[config.mk]
export PLATFORM = sky130hd
export DESIGN_NAME = ppu_top
export DESIGN_NICKNAME = d
export VERILOG_FILES = /design/src/ppu_pkg.sv /design/src/ppu_cfg_if.sv /design/src/ppu_regs.sv /design/src/ppu_raster_counter.sv /design/src/ppu_background.sv /design/src/ppu_pixel_fifo.sv /design/src/ppu_dispctrl.sv /design/src/ppu_top.sv
export VERILOG_INCLUDE_DIRS = /design/src /design/src/src
export SDC_FILE = /design/constraint.sdc
export NUM_CORES = 1
export LEC_CHECK = 0
export BUFFER_PORTS_ARGS = -buffer_cell sky130_fd_sc_hd__buf_4
export CAP_MARGIN = 0
export CORE_MARGIN = 2
export CORE_UTILIZATION = 60
export DETAILED_ROUTE_END_ITERATION = 8
export HOLD_SLACK_MARGIN = 0.15
export PLACE_DENSITY = 0.81
export SLEW_MARGIN = 20
export SYNTH_ARGS = -nofsm -noshare
export SYNTH_HDL_FRONTEND = slang
export SYNTH_SLANG_ARGS = --single-unit
[constraint.sdc]
create_clock -name clk_ppu -period 12.2 [get_ports clk_ppu]
set_input_delay 1.22 -clock clk_ppu [delete_from_list [all_inputs] [get_ports clk_ppu]]
set_output_delay 1.22 -clock clk_ppu [all_outputs]
set_load 0.005 [all_outputs]
[src/ppu_cfg.svh]
// PPU build-time sizes and APB register map
`ifndef PPU_CFG_SVH
`define PPU_CFG_SVH

// --------------------
// Datapath sizes

`define PPU_W_COORD       12
`define PPU_W_ADDR        16
`define PPU_W_DATA        32
`define PPU_W_PADDR       16
`define PPU_PXFIFO_DEPTH  8

// --------------------
// Register offsets

`define PPU_REG_CSR         16'h0000
`define PPU_REG_DISPSIZE    16'h0004
`define PPU_REG_DEFAULT_BG  16'h0008
`define PPU_REG_BG_CSR      16'h000c
`define PPU_REG_SCROLL      16'h0010
`define PPU_REG_TSBASE      16'h0014
`define PPU_REG_TMBASE      16'h0018
`define PPU_REG_PXFIFO      16'h001c
`define PPU_REG_BEAM        16'h0020

`endif

[src/ppu_pkg.sv]
// PPU shared types for coordinates, pixels, addresses and register fields
`include "ppu_cfg.svh"

package ppu_pkg;

typedef logic [`PPU_W_COORD-1:0] coord_t;
typedef logic [`PPU_W_ADDR-1:0]  mem_addr_t;
typedef logic [3:0]              log_size_t;
typedef logic [$clog2(`PPU_PXFIFO_DEPTH + 1)-1:0] fifo_level_t;

// Tileset colour, 5 bits per channel
typedef struct packed {
	logic [4:0] r;
	logic [4:0] g;
	logic [4:0] b;
} rgb_t;

typedef struct packed {
	logic alpha;
	rgb_t colour;
} rgb555_t;

// Panel format, green has one extra bit
typedef struct packed {
	logic [4:0] r;
	logic [5:0] g;
	logic [4:0] b;
} lcd_pix_t;

// CSR bits 5:0
typedef struct packed {
	logic lcd_dc;
	logic lcd_cs;
	logic halt_vsync;
	logic running;
	logic halt;
	logic run;
} csr_t;

// BG_CSR bits 11:0
typedef struct packed {
	log_size_t  log_h;
	log_size_t  log_w;
	logic [2:0] rsvd;
	logic       en;
} bg_csr_t;

// PXFIFO status read, bits 6:0
typedef struct packed {
	logic        tx_busy;
	logic        full;
	logic        empty;
	fifo_level_t level;
} pxfifo_stat_t;

endpackage

[src/ppu_cfg_if.sv]
// Background and display configuration bundle driven by the register block
interface ppu_cfg_if import ppu_pkg::*; ();

// Background layer
logic      bg_en;
coord_t    scroll_x;
coord_t    scroll_y;
log_size_t log_w;
log_size_t log_h;
mem_addr_t tsbase;
mem_addr_t tmbase;
rgb_t      default_bg;

// Display raster
coord_t    disp_w;
coord_t    disp_h;
logic      halt_vsync;

modport regs (
	output bg_en, scroll_x, scroll_y, log_w, log_h, tsbase, tmbase, default_bg,
	output disp_w, disp_h, halt_vsync
);

modport bg (
	input bg_en, scroll_x, scroll_y, log_w, log_h, tsbase, tmbase, default_bg
);

modport raster (
	input disp_w, disp_h, halt_vsync
);

endinterface

[src/ppu_regs.sv]
// APB slave with PPU configuration registers, command pulses and status reads
`include "ppu_cfg.svh"

module ppu_regs import ppu_pkg::*; (
	input  logic                   clk_ppu,
	input  logic                   rst_n_ppu,
	input  logic                   apb_psel_i,
	input  logic                   apb_penable_i,
	input  logic                   apb_pwrite_i,
	input  logic [`PPU_W_PADDR-1:0] apb_paddr_i,
	input  logic [`PPU_W_DATA-1:0] apb_pwdata_i,
	output logic [`PPU_W_DATA-1:0] apb_prdata_o,
	output logic                   apb_pready_o,
	output logic                   apb_pslverr_o,
	ppu_cfg_if.regs                cfg,
	output logic                   run_o,
	output logic                   halt_o,
	input  logic                   running_i,
	input  coord_t                 beam_x_i,
	input  coord_t                 beam_y_i,
	output logic                   direct_vld_o,
	output lcd_pix_t               direct_pix_o,
	input  fifo_level_t            fifo_level_i,
	input  logic                   tx_busy_i,
	output logic                   lcd_cs_o,
	output logic                   lcd_dc_o
);

logic         acc;
logic         wen;
logic         hit;
csr_t         csr_wr;
csr_t         csr_rd;
bg_csr_t      bg_wr;
bg_csr_t      bg_rd;
pxfifo_stat_t stat;

// Zero-wait slave, every access completes in its first access cycle
assign acc = apb_psel_i && apb_penable_i;
assign wen = acc && apb_pwrite_i;
assign apb_pready_o = 1'b1;
assign apb_pslverr_o = acc && !hit;

assign csr_wr = csr_t'(apb_pwdata_i[5:0]);
assign bg_wr = bg_csr_t'(apb_pwdata_i[11:0]);

// --------------------
// Command pulses

assign run_o  = wen && apb_paddr_i == `PPU_REG_CSR && csr_wr.run;
assign halt_o = wen && apb_paddr_i == `PPU_REG_CSR && csr_wr.halt;

assign direct_vld_o = wen && apb_paddr_i == `PPU_REG_PXFIFO;
assign direct_pix_o = lcd_pix_t'(apb_pwdata_i[15:0]);

// --------------------
// Configuration registers

always_ff @(posedge clk_ppu or negedge rst_n_ppu) begin
	if (!rst_n_ppu) begin
		cfg.bg_en <= 1'b0;
		cfg.scroll_x <= '0;
		cfg.scroll_y <= '0;
		cfg.log_w <= '0;
		cfg.log_h <= '0;
		cfg.tsbase <= '0;
		cfg.tmbase <= '0;
		cfg.default_bg <= '0;
		cfg.disp_w <= '0;
		cfg.disp_h <= '0;
		cfg.halt_vsync <= 1'b0;
		lcd_cs_o <= 1'b1;
		lcd_dc_o <= 1'b0;
	end else if (wen) begin
		case (apb_paddr_i)
		`PPU_REG_CSR: begin
			cfg.halt_vsync <= csr_wr.halt_vsync;
			lcd_cs_o <= csr_wr.lcd_cs;
			lcd_dc_o <= csr_wr.lcd_dc;
		end
		`PPU_REG_DISPSIZE: begin
			cfg.disp_w <= apb_pwdata_i[`PPU_W_COORD-1:0];
			cfg.disp_h <= apb_pwdata_i[16 +: `PPU_W_COORD];
		end
		`PPU_REG_DEFAULT_BG: cfg.default_bg <= apb_pwdata_i[14:0];
		`PPU_REG_BG_CSR: begin
			cfg.bg_en <= bg_wr.en;
			cfg.log_w <= bg_wr.log_w;
			cfg.log_h <= bg_wr.log_h;
		end
		`PPU_REG_SCROLL: begin
			cfg.scroll_x <= apb_pwdata_i[`PPU_W_COORD-1:0];
			cfg.scroll_y <= apb_pwdata_i[16 +: `PPU_W_COORD];
		end
		`PPU_REG_TSBASE: cfg.tsbase <= apb_pwdata_i[`PPU_W_ADDR-1:0];
		`PPU_REG_TMBASE: cfg.tmbase <= apb_pwdata_i[`PPU_W_ADDR-1:0];
		default: ;
		endcase
	end
end

// --------------------
// Read mux

always_comb begin
	csr_rd = '{lcd_dc: lcd_dc_o, lcd_cs: lcd_cs_o, halt_vsync: cfg.halt_vsync,
		running: running_i, halt: 1'b0, run: 1'b0};
	bg_rd = '{log_h: cfg.log_h, log_w: cfg.log_w, rsvd: 3'b000, en: cfg.bg_en};
	stat.tx_busy = tx_busy_i;
	stat.full = fifo_level_i == fifo_level_t'(`PPU_PXFIFO_DEPTH);
	stat.empty = fifo_level_i == '0;
	stat.level = fifo_level_i;
end

always_comb begin
	hit = 1'b1;
	apb_prdata_o = '0;
	case (apb_paddr_i)
	`PPU_REG_CSR: apb_prdata_o[5:0] = csr_rd;
	`PPU_REG_DISPSIZE: begin
		apb_prdata_o[`PPU_W_COORD-1:0] = cfg.disp_w;
		apb_prdata_o[16 +: `PPU_W_COORD] = cfg.disp_h;
	end
	`PPU_REG_DEFAULT_BG: apb_prdata_o[14:0] = cfg.default_bg;
	`PPU_REG_BG_CSR: apb_prdata_o[11:0] = bg_rd;
	`PPU_REG_SCROLL: begin
		apb_prdata_o[`PPU_W_COORD-1:0] = cfg.scroll_x;
		apb_prdata_o[16 +: `PPU_W_COORD] = cfg.scroll_y;
	end
	`PPU_REG_TSBASE: apb_prdata_o[`PPU_W_ADDR-1:0] = cfg.tsbase;
	`PPU_REG_TMBASE: apb_prdata_o[`PPU_W_ADDR-1:0] = cfg.tmbase;
	`PPU_REG_PXFIFO: apb_prdata_o[6:0] = stat;
	`PPU_REG_BEAM: begin
		apb_prdata_o[`PPU_W_COORD-1:0] = beam_x_i;
		apb_prdata_o[16 +: `PPU_W_COORD] = beam_y_i;
	end
	default: hit = 1'b0;
	endcase
end

endmodule

[src/ppu_raster_counter.sv]
// Run and halt control with beam position tracking over the display raster
module ppu_raster_counter import ppu_pkg::*; (
	input  logic      clk_ppu,
	input  logic      rst_n_ppu,
	ppu_cfg_if.raster cfg,
	input  logic      run_i,
	input  logic      halt_i,
	input  logic      step_i,
	output logic      running_o,
	output coord_t    beam_x_o,
	output coord_t    beam_y_o
);

logic adv;
logic row_end;
logic frame_end;

// Beam only moves for pixels accepted while running
assign adv = step_i && running_o;
assign row_end = adv && beam_x_o == cfg.disp_w - 1'b1;
assign frame_end = row_end && beam_y_o == cfg.disp_h - 1'b1;

// Halt wins over run when both are written together
always_ff @(posedge clk_ppu or negedge rst_n_ppu) begin
	if (!rst_n_ppu) begin
		running_o <= 1'b0;
	end else if (halt_i || (cfg.halt_vsync && frame_end)) begin
		running_o <= 1'b0;
	end else if (run_i) begin
		running_o <= 1'b1;
	end
end

always_ff @(posedge clk_ppu or negedge rst_n_ppu) begin
	if (!rst_n_ppu) begin
		beam_x_o <= '0;
		beam_y_o <= '0;
	end else if (run_i) begin
		beam_x_o <= '0;
		beam_y_o <= '0;
	end else if (frame_end) begin
		beam_x_o <= '0;
		beam_y_o <= '0;
	end else if (row_end) begin
		beam_x_o <= '0;
		beam_y_o <= beam_y_o + 1'b1;
	end else if (adv) begin
		beam_x_o <= beam_x_o + 1'b1;
	end
end

endmodule

[src/ppu_background.sv]
// Tile background fetch with scroll wrap and default-colour fill
module ppu_background import ppu_pkg::*; (
	input  logic        clk_ppu,
	input  logic        rst_n_ppu,
	ppu_cfg_if.bg       cfg,
	input  logic        running_i,
	input  coord_t      beam_x_i,
	input  coord_t      beam_y_i,
	output logic        mem_req_vld_o,
	input  logic        mem_req_rdy_i,
	output mem_addr_t   mem_addr_o,
	input  logic        mem_rsp_vld_i,
	input  logic [15:0] mem_rdata_i,
	output logic        pix_vld_o,
	input  logic        pix_rdy_i,
	output rgb555_t     pix_o
);

typedef enum logic [1:0] {
	S_MAP,
	S_TILE,
	S_OUT
} bg_state_e;

bg_state_e state;
logic      rsp_wait;
logic      start;
logic      map_rsp;
logic      tile_rsp;
coord_t    mask_w;
coord_t    mask_h;
coord_t    px;
coord_t    py;
mem_addr_t map_idx;
mem_addr_t map_addr;
mem_addr_t tile_addr;
logic [2:0] fine_x_q;
logic [2:0] fine_y_q;
rgb555_t   tile_px;

// --------------------
// Playfield position

// Playfield is 8 << log pixels on each axis, always a power of two
assign mask_w = (coord_t'(1) << (int'(cfg.log_w) + 3)) - 1'b1;
assign mask_h = (coord_t'(1) << (int'(cfg.log_h) + 3)) - 1'b1;
assign px = (beam_x_i + cfg.scroll_x) & mask_w;
assign py = (beam_y_i + cfg.scroll_y) & mask_h;

// Map entries are halfwords, row-major with 1 << log_w entries per row
assign map_idx = (mem_addr_t'(py >> 3) << cfg.log_w) + mem_addr_t'(px >> 3);
assign map_addr = cfg.tmbase + (map_idx << 1);

// 128 bytes per 8x8 tile, 16 bytes per tile row
assign tile_addr = cfg.tsbase + mem_addr_t'({mem_rdata_i[7:0], fine_y_q, fine_x_q, 1'b0});
assign tile_px = rgb555_t'(mem_rdata_i);

// --------------------
// Fetch FSM

assign start = state == S_MAP && !mem_req_vld_o && !rsp_wait && running_i && cfg.bg_en;
assign map_rsp = state == S_MAP && rsp_wait && mem_rsp_vld_i;
assign tile_rsp = state == S_TILE && rsp_wait && mem_rsp_vld_i;

always_ff @(posedge clk_ppu or negedge rst_n_ppu) begin
	if (!rst_n_ppu) begin
		state <= S_MAP;
		mem_req_vld_o <= 1'b0;
		rsp_wait <= 1'b0;
		pix_vld_o <= 1'b0;
	end else begin
		if (mem_req_vld_o && mem_req_rdy_i) begin
			mem_req_vld_o <= 1'b0;
			rsp_wait <= 1'b1;
		end
		case (state)
		S_MAP: begin
			if (start)
				mem_req_vld_o <= 1'b1;
			if (map_rsp) begin
				mem_req_vld_o <= 1'b1;
				rsp_wait <= 1'b0;
				state <= S_TILE;
			end
		end
		S_TILE: begin
			if (tile_rsp) begin
				rsp_wait <= 1'b0;
				pix_vld_o <= 1'b1;
				state <= S_OUT;
			end
		end
		default: begin
			if (pix_rdy_i) begin
				pix_vld_o <= 1'b0;
				state <= S_MAP;
			end
		end
		endcase
	end
end

// Address and pixel hold steady until their handshakes complete
always_ff @(posedge clk_ppu) begin
	if (start) begin
		mem_addr_o <= map_addr;
		fine_x_q <= px[2:0];
		fine_y_q <= py[2:0];
	end else if (map_rsp) begin
		mem_addr_o <= tile_addr;
	end
	if (tile_rsp)
		pix_o <= tile_px.alpha ? tile_px : '{alpha: 1'b1, colour: cfg.default_bg};
end

endmodule

[src/ppu_pixel_fifo.sv]
// Pixel FIFO taking background or direct pixels, stored in LCD format
`include "ppu_cfg.svh"

module ppu_pixel_fifo import ppu_pkg::*; (
	input  logic        clk_ppu,
	input  logic        rst_n_ppu,
	input  logic        bg_vld_i,
	output logic        bg_rdy_o,
	input  rgb555_t     bg_pix_i,
	input  logic        direct_vld_i,
	input  lcd_pix_t    direct_pix_i,
	output fifo_level_t level_o,
	output logic        rd_vld_o,
	input  logic        rd_rdy_i,
	output lcd_pix_t    rd_pix_o
);

localparam int W_PTR = $clog2(`PPU_PXFIFO_DEPTH);

lcd_pix_t         mem [`PPU_PXFIFO_DEPTH];
logic [W_PTR-1:0] wr_ptr;
logic [W_PTR-1:0] rd_ptr;
logic             full;
logic             push;
logic             pop;
lcd_pix_t         wdata;
lcd_pix_t         bg_conv;

assign full = level_o == fifo_level_t'(`PPU_PXFIFO_DEPTH);
assign bg_rdy_o = !full && !direct_vld_i;
assign push = !full && (direct_vld_i || bg_vld_i);
assign rd_vld_o = level_o != '0;
assign pop = rd_vld_o && rd_rdy_i;

// RGB555 to panel format, green gets a zero LSB
assign bg_conv = '{r: bg_pix_i.colour.r, g: {bg_pix_i.colour.g, 1'b0}, b: bg_pix_i.colour.b};
assign wdata = direct_vld_i ? direct_pix_i : bg_conv;
assign rd_pix_o = mem[rd_ptr];

always_ff @(posedge clk_ppu or negedge rst_n_ppu) begin
	if (!rst_n_ppu) begin
		wr_ptr <= '0;
		rd_ptr <= '0;
		level_o <= '0;
	end else begin
		if (push)
			wr_ptr <= wr_ptr == W_PTR'(`PPU_PXFIFO_DEPTH - 1) ? '0 : wr_ptr + 1'b1;
		if (pop)
			rd_ptr <= rd_ptr == W_PTR'(`PPU_PXFIFO_DEPTH - 1) ? '0 : rd_ptr + 1'b1;
		if (push && !pop)
			level_o <= level_o + 1'b1;
		else if (pop && !push)
			level_o <= level_o - 1'b1;
	end
end

always_ff @(posedge clk_ppu) begin
	if (push)
		mem[wr_ptr] <= wdata;
end

endmodule

[src/ppu_dispctrl.sv]
// Serial LCD shifter, 16 bits per pixel MSB first over two cycles each
module ppu_dispctrl import ppu_pkg::*; (
	input  logic     clk_ppu,
	input  logic     rst_n_ppu,
	input  logic     pix_vld_i,
	output logic     pix_rdy_o,
	input  lcd_pix_t pix_i,
	output logic     tx_busy_o,
	output logic     lcd_sck_o,
	output logic     lcd_mosi_o
);

logic [4:0]  phase;
logic [15:0] shift;
logic        last;
logic        pop;

// Phase 31 is the final high half of bit 0
assign last = tx_busy_o && phase == 5'd31;

// Next pixel may be taken on the last phase, keeping the stream gapless
assign pix_rdy_o = !tx_busy_o || last;
assign pop = pix_vld_i && pix_rdy_o;

// Even phases drive sck low, odd phases high
assign lcd_sck_o = tx_busy_o && phase[0];
assign lcd_mosi_o = shift[15];

always_ff @(posedge clk_ppu or negedge rst_n_ppu) begin
	if (!rst_n_ppu) begin
		tx_busy_o <= 1'b0;
		phase <= '0;
		shift <= '0;
	end else if (pop) begin
		tx_busy_o <= 1'b1;
		phase <= '0;
		shift <= pix_i;
	end else if (tx_busy_o) begin
		phase <= phase + 1'b1;
		// Move to the next bit after each high half
		if (phase[0])
			shift <= {shift[14:0], 1'b0};
		if (last)
			tx_busy_o <= 1'b0;
	end
end

endmodule

[src/ppu_top.sv]
// PPU top level joining registers, raster, background, pixel FIFO and LCD shifter
`include "ppu_cfg.svh"

module ppu_top import ppu_pkg::*; (
	input  logic                    clk_ppu,
	input  logic                    rst_n_ppu,
	input  logic                    apb_psel_i,
	input  logic                    apb_penable_i,
	input  logic                    apb_pwrite_i,
	input  logic [`PPU_W_PADDR-1:0] apb_paddr_i,
	input  logic [`PPU_W_DATA-1:0]  apb_pwdata_i,
	output logic [`PPU_W_DATA-1:0]  apb_prdata_o,
	output logic                    apb_pready_o,
	output logic                    apb_pslverr_o,
	output logic                    mem_req_vld_o,
	input  logic                    mem_req_rdy_i,
	output logic [`PPU_W_ADDR-1:0]  mem_addr_o,
	input  logic                    mem_rsp_vld_i,
	input  logic [15:0]             mem_rdata_i,
	output logic                    lcd_cs_o,
	output logic                    lcd_dc_o,
	output logic                    lcd_sck_o,
	output logic                    lcd_mosi_o
);

logic        run;
logic        halt;
logic        running;
coord_t      beam_x;
coord_t      beam_y;
logic        direct_vld;
lcd_pix_t    direct_pix;
fifo_level_t fifo_level;
logic        tx_busy;
logic        bg_vld;
logic        bg_rdy;
rgb555_t     bg_pix;
logic        bg_xfer;
logic        lcd_vld;
logic        lcd_rdy;
lcd_pix_t    lcd_pix;

ppu_cfg_if cfg_if ();

// --------------------
// Control

ppu_regs regs_i (
	.clk_ppu (clk_ppu), .rst_n_ppu (rst_n_ppu),
	.apb_psel_i (apb_psel_i), .apb_penable_i (apb_penable_i),
	.apb_pwrite_i (apb_pwrite_i), .apb_paddr_i (apb_paddr_i),
	.apb_pwdata_i (apb_pwdata_i), .apb_prdata_o (apb_prdata_o),
	.apb_pready_o (apb_pready_o), .apb_pslverr_o (apb_pslverr_o),
	.cfg (cfg_if), .run_o (run), .halt_o (halt), .running_i (running),
	.beam_x_i (beam_x), .beam_y_i (beam_y),
	.direct_vld_o (direct_vld), .direct_pix_o (direct_pix),
	.fifo_level_i (fifo_level), .tx_busy_i (tx_busy),
	.lcd_cs_o (lcd_cs_o), .lcd_dc_o (lcd_dc_o)
);

// Beam steps once per pixel handed to the FIFO
assign bg_xfer = bg_vld && bg_rdy;

ppu_raster_counter raster_i (
	.clk_ppu (clk_ppu), .rst_n_ppu (rst_n_ppu), .cfg (cfg_if),
	.run_i (run), .halt_i (halt), .step_i (bg_xfer),
	.running_o (running), .beam_x_o (beam_x), .beam_y_o (beam_y)
);

// --------------------
// Pixel path

ppu_background bg_i (
	.clk_ppu (clk_ppu), .rst_n_ppu (rst_n_ppu), .cfg (cfg_if),
	.running_i (running), .beam_x_i (beam_x), .beam_y_i (beam_y),
	.mem_req_vld_o (mem_req_vld_o), .mem_req_rdy_i (mem_req_rdy_i),
	.mem_addr_o (mem_addr_o), .mem_rsp_vld_i (mem_rsp_vld_i),
	.mem_rdata_i (mem_rdata_i),
	.pix_vld_o (bg_vld), .pix_rdy_i (bg_rdy), .pix_o (bg_pix)
);

ppu_pixel_fifo fifo_i (
	.clk_ppu (clk_ppu), .rst_n_ppu (rst_n_ppu),
	.bg_vld_i (bg_vld), .bg_rdy_o (bg_rdy), .bg_pix_i (bg_pix),
	.direct_vld_i (direct_vld), .direct_pix_i (direct_pix),
	.level_o (fifo_level),
	.rd_vld_o (lcd_vld), .rd_rdy_i (lcd_rdy), .rd_pix_o (lcd_pix)
);

ppu_dispctrl dispctrl_i (
	.clk_ppu (clk_ppu), .rst_n_ppu (rst_n_ppu),
	.pix_vld_i (lcd_vld), .pix_rdy_o (lcd_rdy), .pix_i (lcd_pix),
	.tx_busy_o (tx_busy), .lcd_sck_o (lcd_sck_o), .lcd_mosi_o (lcd_mosi_o)
);

endmodule

# Word level (Yosys, flattened, before mapping)

Memories as Yosys holds them, arrays and structs flattened.
Index checks and enable logic that the tools add are counted.

Memories: 1
Memory bits (read-only): 0
Latch bits: 0
Bits in writable memories: 128
Output and inout bits: 55
Logic and storage cells: 188
Register bits after elaboration: 206

Magnitude comparators: 0
Div/mod/pow operators: 0
Mux-type cells: 49
Shift operators: 3
Bitwise gates (word level): 3
Reductions and logical operators: 63
Multipliers: 0
Add/subtract/negate cells: 18
Equal/unequal tests: 17

Memories:

| memory     | depth | bits a word | read ports | clocked after memory_dff | write ports | RTL line             | RTL |
|---|---|---|---|---|---|---|---|
| fifo_i.mem | 8     | 16          | 1          | 0                        | 1           | ppu_pixel_fifo.sv:20 | `` lcd_pix_t mem [`PPU_PXFIFO_DEPTH]; `` |

Operators with widths:

| cell                                                                   | number |
|---|---|
| 16-bit two-way mux                                                     | 6 |
| 12-bit two-way mux                                                     | 7 |
| 16-bit by 5-bit equality test with 1-bit output, second input constant | 4 |
| 1-bit by 32-bit left shift with 12-bit output, first input constant    | 2 |
| 6-bit one-hot mux with 9 select lines                                  | 1 |
| 12-bit by 1-bit subtractor with 12-bit output, second input constant   | 4 |
| 12-bit one-hot mux with 3 select lines                                 | 1 |
| 5-bit one-hot mux with 7 select lines                                  | 1 |
| 16-bit by 4-bit equality test with 1-bit output, second input constant | 2 |
| 1-bit logical AND                                                      | 28 |
| 12-bit by 1-bit adder with 12-bit output, second input constant        | 2 |
| 12-bit adder                                                           | 2 |
| 12-bit AND                                                             | 2 |
| 12-bit equality test                                                   | 2 |
| 1-bit two-way mux                                                      | 17 |
| 16-bit by 15-bit adder with 16-bit output                              | 1 |
| 16-bit adder                                                           | 1 |
| 16-bit by 3-bit equality test with 1-bit output, second input constant | 1 |
| 16-bit by 6-bit equality test with 1-bit output, second input constant | 1 |
| 16-bit zero test                                                       | 1 |
| 2-bit AND reduction                                                    | 8 |
| 15-bit by 9-bit adder with 15-bit output                               | 1 |
| 15-bit two-way mux                                                     | 1 |
| 9-bit by 4-bit left shift with 15-bit output                           | 1 |
| 28 further kinds                                                       | 56 |

# Depth between registers and ports, before layout

Word-level depth: 12
Gate-level depth with buffers: 28

# By module

A second synthesis with hierarchy kept.

Cell total of the unflattened synthesis: 1642
Area total of the unflattened synthesis: 19577.5 µm²

By module, submodules not included:

| module             | area an instance (µm²) | cells each | seq. area each (µm²) | instances |
|---|---|---|---|---|
| ppu_pixel_fifo     | 5803.1                 | 272        | 4093.9               | 1 |
| ppu_regs           | 5327.6                 | 404        | 2678.8               | 1 |
| ppu_background     | 5109.9                 | 597        | 1236.2               | 1 |
| ppu_raster_counter | 2220.9                 | 269        | 625.6                | 1 |
| ppu_dispctrl       | 1109.8                 | 99         | 550.5                | 1 |
| ppu_top            | 6.3                    | 1          | 0.0                  | 1 |

# Worst setup path after synthesis

OpenSTA, ideal clock, no wires.

Kind: reg-to-reg
Start point: register raster_i.beam_y_o[0]
End point: register bg_i.mem_addr_o[15], data pin
Data required time: 12.043 ns
Path slack: 6.750 ns
Buffers on the path: 0
Clock period less this slack: 5.450 ns
Data arrival time: 5.293 ns
Cell stages (with the launch flop): 27
Path through: dfrtp_1 -> ha_1 -> inv_1 -> fa_1 -> nand2b_1 -> a21oi_1 -> o31a_1 -> nor3_1 -> a21oi_1 -> a21oi_1 -> and2_1 -> ha_1 -> a21oi_1 -> o21bai_1 -> a21oi_1 -> nor2b_1 -> o31a_1 -> o22a_1 -> xnor2_1 -> ha_1 -> or3_1 -> a211o_1 -> a41oi_1 -> nor2_1 -> a21boi_1 -> mux2_2 -> nor3_1

Word-level cells in the longest chain between the ends: 6

RTL lines:

| what                                         | RTL line                 | RTL |
|---|---|---|
| from (decl)                                  | ppu_raster_counter.sv:11 | `output coord_t beam_y_o` |
| from (signal assigned)                       | ppu_raster_counter.sv:46 | `beam_y_o <= beam_y_o + 1'b1;` |
| 12-bit adder                                 | ppu_background.sv:48     | `assign py = (beam_y_i + cfg.scroll_y) & mask_h;` |
| 12-bit AND                                   | ppu_background.sv:48     |  |
| 9-bit by 4-bit left shift with 15-bit output | ppu_background.sv:51     | `assign map_idx = (mem_addr_t'(py >> 3) << cfg.log_w) + mem_addr_t'(px >> 3);` |
| 15-bit by 9-bit adder with 15-bit output     | ppu_background.sv:51     |  |
| 16-bit adder                                 | ppu_background.sv:52     | `assign map_addr = cfg.tmbase + (map_idx << 1);` |
| 16-bit two-way mux                           | ppu_background.sv:105    | `if (start) begin` |
| to (signal assigned)                         | ppu_background.sv:106    | `mem_addr_o <= map_addr;` |
| to (signal assigned)                         | ppu_background.sv:110    | `mem_addr_o <= tile_addr;` |
| to (decl)                                    | ppu_background.sv:11     | `output mem_addr_t mem_addr_o,` |

No other way between the ends.
A chain may end at the register's enable or synchronous reset.

# Worst setup path after layout

Same ends and word-level chain as after synthesis.

==> out/metrics.cfg <==
[cts]
cts_max_path_buffers = 3
clkSinkCount = 334
numCtsBuffers = 36
clock_latency_ns = 0.53
postCtsHoldBufs = 0
path_clk_slew_ns = 0.06
root_buffer = clkbuf_16
post_cts_resized = 0
cts_tree = built
cts-htree-levels = 2
post_cts_buffers = 0

[placed_design]
port_buffers = 116
dp_hpwl_um = 37300
place.gp.congestion = 0.9619
place_area_um2 = 20170

[detailed_routing]
drtIter0Drc = 1653
wl_per_cell_um = 23.77
antenna_left = 0
route.vias.total = 14730
drt_pass1_iterations = 6
vias_per_cell = 6.578
drc = 0
totalWireLength_um = 53250

[sta]
hold_slack_ns = 0.5200
slew_violations = 0
setup_violations = 0
worstMarginPinSlew_ns = 1.114
post-route-min-period_ns = 6.667
rsz0062_at_grt = false
finalHoldViolCount = 0
fin_tns_setup_ns = 0
max_freq_ghz = 0.1500
period_share = 0.5465
fin_skew_ns = 0.01865
slew-limit-headroom = 0.2545

[logic_synthesis]
synth_edf_count = 165
ys_seq_area_frac = 0.4855
syn_area_per_cell_um2 = 11.04
synth.distinct_cells = 91
synth_warnings = 0
synth.area.top_cells = edfxtp_1 26%, dfrtp_1 22%, mux2_2 6.9%
synthArstFlopShare = 0.5060
synth_top_cell_by_area = edfxtp_1
synth_cells = 1714
yosysMostFrequentCell = nand2_1
synth_top_area_frac = 0.2619
syn_area_um2 = 18920
ys_ff_latch = 334
ys_top_cells_by_count = 204 x nand2_1, 168 x dfrtp_1, 165 x edfxtp_1, 116 x mux2_2, 97 x nor2_1
synth-main-ff-cell = dfrtp_1

[die]
start_util = 0.6042
fp.coreArea_um2 = 31310
num_io_pins = 126
fp.dieW_um = 181.6
die-area_um2 = 32960
rows = 65
die_h_um = 181.6

[finish]
layout-drive-gt1-share = 0.2081
final_area_um2 = 21400
fillers = 2239
final_nets = 1960
syn_to_final_growth_pct = 13.11

[grt]
grt_pass1_vias = 14340
antenna_found_initial = 4
grtUsageTotal = 0.3226
grt_max_degree = 95
grt_pass1_wl_um = 81970
grt_overflow = 0

[job]
cap_violations = 0

[setup_path]
path_max_fanout = 6
critical_path_class = flop to flop
critPathLaunchType = flop
end_kind = flop
cp.required_ns = 12.55
cp.arrival_ns = 7.02

[pwr]
p_leak_nw = 9.109
vdd_drop_max_mv = 0.1271
powerDensity_nw_per_um2 = 145.2

[worst_hold_path]
hold_path.class = flop to flop

[status]
status = complete, no violations

-- logic make-up (layout without fill, tap and decap cells) --
kind of cell,count (synthesis),after routing,synth area share
flip-flops,334,334,0.4855
other,2,11,0.0003970
AND/OR/NAND/NOR,536,536,0.1395
AO/OA/AOI/OAI,362,362,0.1282
multiplexers,169,169,0.1216
buffers and inverters,151,266,0.03228
adder cells (fa/ha/maj),81,81,0.05596
XOR/XNOR,79,79,0.03658
-- critical path, stage by stage (launching register included) --
cell and delay, ns:
dfrtp_1 0.50, ha_1 0.25, inv_1 0.07, fa_1 0.41, nand2b_1 0.18, a21oi_1 0.43
o32ai_1 0.22, nor3_1 0.32, a21oi_1 0.21, a21oi_1 0.30, and2_1 0.18, ha_1 0.26
a21oi_1 0.24, o21bai_1 0.09, a21oi_1 0.24, nor2b_1 0.09, o31a_1 0.27, o22a_1 0.22
xnor2_1 0.15, ha_1 0.25, or3_1 0.36, a211o_1 0.28, a41oi_1 0.26, nor2_1 0.07
a21boi_1 0.13, mux2_2 0.28, nor3_1 0.21
-- per-stage QoR --
step	total power, mW	util	setup WS (ns)	cells
after global placement	1.965	0.6442	5.736	2170
after global routing	3.210	0.6833	5.070	2239
after detailed placement	1.997	0.6442	5.643	2170
final	3.107	0.6834	5.533	2240
after CTS	3.098	0.6822	5.618	2236
after floorplan	1.791	-	6.750	1721
-- worst paths after layout --
| check | start | to | slack [ns] | cells after the start |
|---|---|---|---|---|
| hold / removal | regs_i.cfg.halt_vsync | raster_i.running_o | 0.52 | 1 |
| setup reg to reg | raster_i.beam_y_o[0] | bg_i.mem_addr_o[15] | 5.53 | 26 |
| min in group asynchronous | rst_n_ppu | regs_i.cfg.tmbase[13] | 0.79 | 1 |
| max in group asynchronous | rst_n_ppu | regs_i.cfg.scroll_x[3] | 9.83 | 2 |
| hold reg to reg | regs_i.cfg.halt_vsync | raster_i.running_o | 0.52 | 1 |
| setup / recovery | raster_i.beam_y_o[0] | bg_i.mem_addr_o[15] | 5.53 | 26 |
-- where the power goes --
part / switching [mW] / total (mW) / internal (mW)
Sequential: 0.111 / 1.45 / 1.34
Clock: 0.452 / 1.11 / 0.655
Combinational: 0.297 / 0.552 / 0.255
Total: 0.860 / 3.11 / 2.25
-- state kept, by name, indices dropped and copies added (netlist names), 15 cells and up --
register	count
dispctrl_i.shift	16
fifo_i.mem	128
bg_i.mem_addr_o	16
regs_i.cfg.default_bg	15
bg_i.pix_o	15
regs_i.cfg.tsbase	16
regs_i.cfg.tmbase	16
-- per-layer routing --
metal	track usage	vias up	routed length [um]
met5	0	-	0
met4	0.1112	0	2257
met3	0.06919	174	5357
met2	0.5278	789	25080
met1	0.4305	7228	20560
li1	-	6543	-
-- layout by cell type (no fill, tap or decap), types with 15 or more instances in the layout --
cell type,Yosys,routed
a31oi_1,26,26
a21oi_1,71,71
a211oi_1,22,22
nor3_1,41,37
edfxtp_1,165,165
ha_1,75,75
xor2_1,19,19
nor2b_1,22,22
nand3_1,44,44
nand2b_1,26,26
a222oi_1,15,15
o21ai_1,22,23
buf_4,5,130
mux2_2,116,116
mux2i_1,16,16
a21o_1,17,17
nor2_1,97,96
dfrtp_1,168,165
a22oi_1,24,24
and3_1,25,25
nand2_1,204,203
inv_1,62,62
xnor2_1,60,60
mux4_2,37,37
clkbuf_16,0,36
o21ai_0,65,64
-- layout make-up --
class / count / area, um^2 / share of cell area
multi-input cells: 1236 / 9245 / 0.4321
clock inverters: 15 / 202.7 / 0.009473
repair buffers: 133 / 1013 / 0.04737
clock buffers: 51 / 987.2 / 0.04614
diodes: 2 / 5.005 / 0.0002339
flip-flops and latches: 334 / 9189 / 0.4294
inverters: 67 / 251.5 / 0.01175
well taps: 402 / 503.0 / 0.02351
Note: power is estimated with default switching activity, not from simulation.
